--- config.mk ---
export PLATFORM = sky130hd
export DESIGN_NAME = muldiv_unit
export DESIGN_NICKNAME = d
export VERILOG_FILES = /design/src/verilog/muldiv_pkg.sv /design/src/verilog/dsp_div.sv /design/src/verilog/dsp_mul.sv /design/src/verilog/muldiv_unit.sv
export VERILOG_INCLUDE_DIRS = /design/src /design/src/verilog
export SDC_FILE = /design/constraint.sdc
export NUM_CORES = 2
export LEC_CHECK = 0
export BUFFER_PORTS_ARGS = -buffer_cell sky130_fd_sc_hd__buf_2
export CAP_MARGIN = 0
export CORE_MARGIN = 2
export CORE_UTILIZATION = 40
export DETAILED_ROUTE_END_ITERATION = 10
export SYNTH_ARGS = -nofsm -noshare
export SYNTH_HDL_FRONTEND = slang
export SYNTH_SLANG_ARGS = --single-unit
--- constraint.sdc ---
create_clock -name clk -period 7.2 [get_ports clk]
set_input_delay 0.36 -clock clk [delete_from_list [all_inputs] [get_ports clk]]
set_output_delay 0.36 -clock clk [all_outputs]
set_load 0.01 [all_outputs]
--- src/verilog/muldiv_defs.svh ---
`ifndef MULDIV_DEFS_SVH
`define MULDIV_DEFS_SVH

// operand and result width of the integer datapath
`define XLEN 32

// restoring divider produces one quotient bit per step
`define DIV_STEPS 32

`endif

--- src/verilog/muldiv_pkg.sv ---
`default_nettype none

`include "muldiv_defs.svh"

package muldiv_pkg;

  // encoding follows funct3 of the M extension
  typedef enum logic [2:0] {
    MUL    = 3'd0,
    MULH   = 3'd1,
    MULHSU = 3'd2,
    MULHU  = 3'd3,
    DIV    = 3'd4,
    DIVU   = 3'd5,
    REM    = 3'd6,
    REMU   = 3'd7
  } alu_op_t;

  // request into the unit
  typedef struct packed {
    alu_op_t          op;
    logic [`XLEN-1:0] rs1;
    logic [`XLEN-1:0] rs2;
    logic [3:0]       tag;
  } muldiv_req_t;

  // response out of the unit, tag echoed from the request
  typedef struct packed {
    logic [`XLEN-1:0] result;
    logic [3:0]       tag;
  } muldiv_rsp_t;

endpackage

`default_nettype wire

--- src/verilog/dsp_div.sv ---
`timescale 1ns/1ps
`default_nettype none

`include "muldiv_defs.svh"

module dsp_div (
  input  logic                 clk,
  input  logic                 rst,
  input  logic                 start,
  input  muldiv_pkg::alu_op_t  op,
  input  logic [`XLEN-1:0]     left_operand,
  input  logic [`XLEN-1:0]     right_operand,
  output logic                 busy,
  output logic                 done,
  output logic [`XLEN-1:0]     result
);

  localparam int CNT_W = $clog2(`DIV_STEPS);

  // control state
  logic             run;
  logic [CNT_W-1:0] cnt;
  logic             load;
  logic             last_step;

  // iteration registers
  logic [`XLEN:0]   acc;
  logic [`XLEN-1:0] quo;
  logic [`XLEN-1:0] divisor;
  logic             neg_quo;
  logic             neg_rem;
  logic             want_rem;

  // entry side
  logic             is_signed;
  logic             neg_left;
  logic             neg_right;
  logic             div_by_zero;
  logic [`XLEN-1:0] left_mag;
  logic [`XLEN-1:0] right_mag;

  // one step of the loop
  logic [`XLEN:0]   acc_shift;
  logic [`XLEN:0]   acc_next;
  logic [`XLEN-1:0] quo_next;

  // exit side
  logic [`XLEN-1:0] quo_final;
  logic [`XLEN-1:0] rem_final;

  assign load      = start && !busy;
  assign last_step = run && (cnt == CNT_W'(`DIV_STEPS - 1));
  assign busy      = run | done;

  // only signed ops look at the sign bits
  always_comb begin
    is_signed   = (op == muldiv_pkg::DIV) || (op == muldiv_pkg::REM);
    neg_left    = is_signed & left_operand[`XLEN-1];
    neg_right   = is_signed & right_operand[`XLEN-1];
    div_by_zero = (right_operand == '0);
    left_mag    = neg_left ? -left_operand : left_operand;
    right_mag   = neg_right ? -right_operand : right_operand;
  end

  // restoring shift-subtract on magnitudes
  always_comb begin
    acc_shift = {acc[`XLEN-1:0], quo[`XLEN-1]};
    if (acc_shift >= {1'b0, divisor}) begin
      acc_next = acc_shift - {1'b0, divisor};
      quo_next = {quo[`XLEN-2:0], 1'b1};
    end else begin
      acc_next = acc_shift;
      quo_next = {quo[`XLEN-2:0], 1'b0};
    end
  end

  // sign fixup on the way out
  //
  // most negative / -1 has magnitude 2^(XLEN-1) / 1, which reads back as
  // the most negative value again with no negation and a zero remainder.
  // x / 0 never restores, so the quotient is all ones and the remainder
  // is |x|. negating that remainder by the dividend sign gives x back.
  // the all-ones quotient must keep its value, so the quotient flip is
  // suppressed for a zero divisor when the sign flags are captured
  always_comb begin
    quo_final = neg_quo ? -quo_next : quo_next;
    rem_final = neg_rem ? -acc_next[`XLEN-1:0] : acc_next[`XLEN-1:0];
  end

  always_ff @(posedge clk) begin
    if (rst) begin
      run  <= 1'b0;
      cnt  <= '0;
      done <= 1'b0;
    end else begin
      done <= 1'b0;
      if (load) begin
        run <= 1'b1;
        cnt <= '0;
      end else if (run) begin
        cnt <= cnt + 1'b1;
        if (last_step) begin
          run  <= 1'b0;
          done <= 1'b1;
        end
      end
    end
  end

  always_ff @(posedge clk) begin
    if (load) begin
      acc      <= '0;
      quo      <= left_mag;
      divisor  <= right_mag;
      neg_quo  <= (neg_left ^ neg_right) & ~div_by_zero;
      neg_rem  <= neg_left;
      want_rem <= (op == muldiv_pkg::REM) || (op == muldiv_pkg::REMU);
    end else if (run) begin
      acc <= acc_next;
      quo <= quo_next;
      // result lands together with done
      if (last_step) begin
        result <= want_rem ? rem_final : quo_final;
      end
    end
  end

endmodule

`default_nettype wire

--- src/verilog/dsp_mul.sv ---
`timescale 1ns/1ps
`default_nettype none

`include "muldiv_defs.svh"

module dsp_mul (
  input  logic                 clk,
  input  logic                 rst,
  input  logic                 start,
  input  muldiv_pkg::alu_op_t  op,
  input  logic [3:0]           tag_in,
  input  logic [`XLEN-1:0]     left_operand,
  input  logic [`XLEN-1:0]     right_operand,
  output logic                 done,
  output logic [3:0]           tag_out,
  output logic [`XLEN-1:0]     result
);

  // stage one
  logic                  v1;
  logic                  hi1;
  logic [3:0]            tag1;
  logic signed [`XLEN:0] a1;
  logic signed [`XLEN:0] b1;

  // stage two
  logic                        hi2;
  logic signed [2*`XLEN+1:0]   prod;

  logic left_signed;
  logic right_signed;

  // MUL takes the low word so its extension does not matter
  assign left_signed  = (op == muldiv_pkg::MULH) || (op == muldiv_pkg::MULHSU);
  assign right_signed = (op == muldiv_pkg::MULH);

  always_ff @(posedge clk) begin
    if (rst) begin
      v1   <= 1'b0;
      done <= 1'b0;
    end else begin
      v1   <= start;
      done <= v1;
    end
  end

  always_ff @(posedge clk) begin
    a1   <= {left_signed & left_operand[`XLEN-1], left_operand};
    b1   <= {right_signed & right_operand[`XLEN-1], right_operand};
    hi1  <= (op != muldiv_pkg::MUL);
    tag1 <= tag_in;
  end

  // 33 x 33 signed covers all three sign mixes
  always_ff @(posedge clk) begin
    prod    <= a1 * b1;
    hi2     <= hi1;
    tag_out <= tag1;
  end

  assign result = hi2 ? prod[2*`XLEN-1:`XLEN] : prod[`XLEN-1:0];

endmodule

`default_nettype wire

--- src/verilog/muldiv_unit.sv ---
`timescale 1ns/1ps
`default_nettype none

`include "muldiv_defs.svh"

module muldiv_unit (
  input  logic                     clk,
  input  logic                     rst,
  input  logic                     start,
  input  muldiv_pkg::muldiv_req_t  req,
  output logic                     busy,
  output logic                     rsp_valid,
  output muldiv_pkg::muldiv_rsp_t  rsp
);

  logic             accept;
  logic             is_div;
  logic             div_start;
  logic             mul_start;

  logic             div_busy;
  logic             div_done;
  logic [`XLEN-1:0] div_result;
  logic [3:0]       div_tag;

  logic             mul_done;
  logic [3:0]       mul_tag;
  logic [`XLEN-1:0] mul_result;

  // DIV, DIVU, REM and REMU go to the iterative engine
  assign is_div = req.op inside {muldiv_pkg::DIV, muldiv_pkg::DIVU,
                                 muldiv_pkg::REM, muldiv_pkg::REMU};

  // a start during a division is dropped
  assign accept    = start && !busy;
  assign div_start = accept && is_div;
  assign mul_start = accept && !is_div;

  assign busy = div_busy;

  // divider has no tag path of its own
  always_ff @(posedge clk) begin
    if (div_start) begin
      div_tag <= req.tag;
    end
  end

  dsp_div u_div (
    .clk           (clk),
    .rst           (rst),
    .start         (div_start),
    .op            (req.op),
    .left_operand  (req.rs1),
    .right_operand (req.rs2),
    .busy          (div_busy),
    .done          (div_done),
    .result        (div_result)
  );

  dsp_mul u_mul (
    .clk           (clk),
    .rst           (rst),
    .start         (mul_start),
    .op            (req.op),
    .tag_in        (req.tag),
    .left_operand  (req.rs1),
    .right_operand (req.rs2),
    .done          (mul_done),
    .tag_out       (mul_tag),
    .result        (mul_result)
  );

  // engines never finish in the same cycle
  assign rsp_valid = div_done | mul_done;

  always_comb begin
    if (div_done) begin
      rsp.result = div_result;
      rsp.tag    = div_tag;
    end else begin
      rsp.result = mul_result;
      rsp.tag    = mul_tag;
    end
  end

endmodule

`default_nettype wire

==> metrics.md <==
| Metric | Value |
|---|---|
| Clk buf depth | 3 |
| Clock-pin slew on the worst setup and hold paths | ~0.060 ns |
| DRC | 0 |
| Startpoint Class | flop |
| Most common cell after layout, fill and taps aside | inv_1 |
| Core Box Area | about 130,000 um^2 |
| Asr flop ratio synth | 0 |
| Post-synth cell types | 76 |
| CTS tree | done |
| Largest net degree at the start of global routing | 71 |
| Post-synth EDFFs | 103 |
| Largest stage delay, worst path | 0.57 ns |
| Layout cells sized above 1 | 0.173 |
| Layout Nets | 7,444 |
| WL/cell | approximately 22 um |
| Critical path type | reg -> reg |
| DR pass1 iterations | 8 |
| Row cnt | between 100 and 150 |
| Initial antenna violation count | 17 |
| DIE AREA | approximately 130,000 um^2 |
| Violated checks | negative setup slack |
| Clock skew | approximately 0.027 ns |
| Insertion delay to the later sink of the worst-skew pair | 0.55 ns |
| Fillers | 11,852 |
| Final WS setup | -0.295 ns |
| Worst EP required | 7.66 ns |
| CTS buffer count | 34 |
| Initial core utilization | 0.404 |
| Root buffer cell | clkbuf_16 |
| Final Setup Violations | 15 |
| Routability cong. | 0.906 |
| Die span in x | 363 um |
| H-tree Lvls | 2 |
| Post-Syn Nets | between 6,000 and 7,000 |
| Hold depth | 1 |
| Outcome | complete, but fails checks |
| Max transition margin | 0.233 |
| Most frequent cells in the layout | inv_1 (1,086), fa_1 (1,074), nand2_1 (697) |
| Vias in the first global route | 42,844 |
| Clock sink count | 284 |
| CP max-delay cell | fa_1 |
| ANT nets after route | 0 |
| Routed Wire Length | 169,000 um |
| Syn Area/Cell | 9.38 um^2 |
| CP arrival | 7.95 ns |
| Critical path capture point type | flop |
| Yosys warning count | 0 |
| Hpwl dp | approximately 130,000 um |
| Sequential share of the synthesized area | 0.130 |
| Ys flop type | dfxtp_1 |
| Min Clock Period, post-route | about 7.5 ns |
| Ports | 112 |
| Area occupied by multi-input gates | 40,800 um^2 |
| RSZ-0062 raised after global routing | true |
| Max Cap Violations | 0 |
| DR iter-0 viols | 2,833 |
| Util after Layout | 0.487 |
| Critical-path maximum fanout | 5 |
| Slew @ Worst Pin | 1.15 ns |
| Total GRT Usage | 0.255 |
| Number of synthesized register bits | 284 |
| I/O Buffers | around 110 |
| FF+latch area | 6810 um^2 |
| Final hold viol count | 0 |
| Final Cycle Share | 1.04 |
| Final Slew Violations | 0 |
| Area growth from synthesis to layout | 20.5% |
| Congestion Overflow GR | 0 |
| Cell count after synthesis | approximately 5,500 |
| Detailed-route via count | 39,599 |
| Global-route wire length before repair | 256,000 um |
| Hold Crit Class | in -> reg |
| Max Clk Rate | between 0.1 and 0.15 GHz |
| CP dominant cell by count | fa_1 |
| Post-synthesis cell area | 51,700 um^2 |
| R2R depth | 27 |
| Chip height | 363 um |
| Via/cell ratio | 5.15 |
-- metrics by stage --
| stage | instance area (um^2) | setup WS [ns] | TNS, ns | hold WS, ns | cells |
|---|---|---|---|---|---|
| finish | 62200 | -0.295 | -2.27 | 0.0200 | 7686 |
| CTS | 61000 | -0.176 | -1.47 | 0.00127 | 7637 |
| global route | 62200 | -0.462 | -6.86 | 0.00175 | 7683 |
| floorplan | 51700 | -0.0216 | -0.0392 | 0.310 | 5508 |
| detailed placement | 57900 | -0.713 | -11.51 | 0.314 | 7482 |
| global placement | 57900 | -0.621 | -10.46 | 0.310 | 7482 |
-- metal layers --
metal,track usage,up-vias,share of wire
met2,0.418,1375,0.46
met3,0.0412,291,0.076
li1,-,17606,-
met1,0.347,20311,0.43
met5,0,-,0.00053
met4,0.0803,16,0.038
-- final cells by class --
cell class / count / area share
Clock inverter: 10 / 0.00183
Clock buffer: 51 / 0.0155
Timing Repair Buffer: 719 / 0.115
Multi-Input combinational cell: 3824 / 0.656
Tap cell: 1662 / 0.0334
Antenna cell: 5 / 0.000201
Inverter: 1131 / 0.0683
Sequential cell: 284 / 0.109
-- worst max-delay path: cells and delay by family (launching register included) --
family	cells	cell delay [ns]
adder cells (fa/ha/maj)	9	4.29
XOR/XNOR	1	0.19
AO/OA/AOI/OAI	9	1.40
flip-flops	1	0.36
AND/OR/NAND/NOR	2	0.38
buffers and inverters	6	0.75
-- synthesized netlist by cell type (14+ instances only) --
| master | instances | share of area |
|---|---|---|
| o21a_1 | 16 | 0.0023 |
| nand2_1 | 716 | 0.052 |
| dfxtp_1 | 181 | 0.070 |
| clkbuf_1 | 252 | 0.018 |
| and2_1 | 548 | 0.066 |
| nand3_1 | 22 | 0.0021 |
| nor2b_1 | 37 | 0.0045 |
| edfxtp_1 | 103 | 0.060 |
| mux2i_1 | 52 | 0.010 |
| fa_1 | 1126 | 0.44 |
| nor2_1 | 131 | 0.0095 |
| ha_1 | 250 | 0.061 |
| a31oi_1 | 18 | 0.0022 |
| a21o_1 | 49 | 0.0071 |
| a21oi_1 | 136 | 0.013 |
| o31ai_1 | 28 | 0.0041 |
| nor3_1 | 43 | 0.0042 |
| or3_1 | 24 | 0.0029 |
| nand4_1 | 16 | 0.0019 |
| nand2b_1 | 32 | 0.0039 |
| inv_1 | 1129 | 0.082 |
| a22o_1 | 14 | 0.0024 |
| o41ai_1 | 16 | 0.0027 |
| xor2_1 | 76 | 0.013 |
| a211oi_1 | 24 | 0.0035 |
| xnor2_1 | 138 | 0.023 |
| o21ai_0 | 162 | 0.016 |
-- path summary, 6_finish.rpt --
kind | startpoint | end | slack [ns]
worst max-delay path | u_mul.a1[14] | u_mul.prod[56] | -0.30
worst min-delay path | req[7] | u_mul.b1[3] | 0.02
worst max register to register | u_mul.a1[14] | u_mul.prod[56] | -0.30
worst min register to register | u_mul.tag1[3] | u_mul.tag_out[3] | 0.32
-- what timing repair did --
action | CTS | global route
hold endpoints to repair | 38 | 4
buffers inserted | 55 | 33
cloned | 9 | 9
hold buffers | 34 | 4
pin swaps | 133 | 133
resized for setup | 229 | 188
setup endpoints to repair | 37 | 36
-- sequential cells by signal (all words and copies together), names as in the netlist, 4 cells and up --
name           flops
u_mul.tag_out      4
u_mul.tag1         4
u_div.divisor     32
u_div.quo         32
div_tag            4
u_mul.a1          33
u_div.cnt          5
u_mul.b1          33
u_mul.prod        64
u_div.acc         32
u_div.result      32
-- cells by family (layout without fill, tap and decap cells) --
group | after synthesis | count (layout) | share of synthesized area
other | 0 | 5 | 0
DFF | 284 | 284 | 0.130
muxes | 56 | 56 | 0.0109
adders and majority gates | 1376 | 1376 | 0.497
xor gates and xnor gates | 214 | 214 | 0.0363
AOI/OAI and AO/OA | 546 | 546 | 0.0671
and+or+nand+nor | 1632 | 1632 | 0.156
buffers and inverters | 1400 | 1911 | 0.102
Power is left out: the tool's default activity adds up to more than one toggle a clock period on the data nets, which glitch-free logic cannot reach.
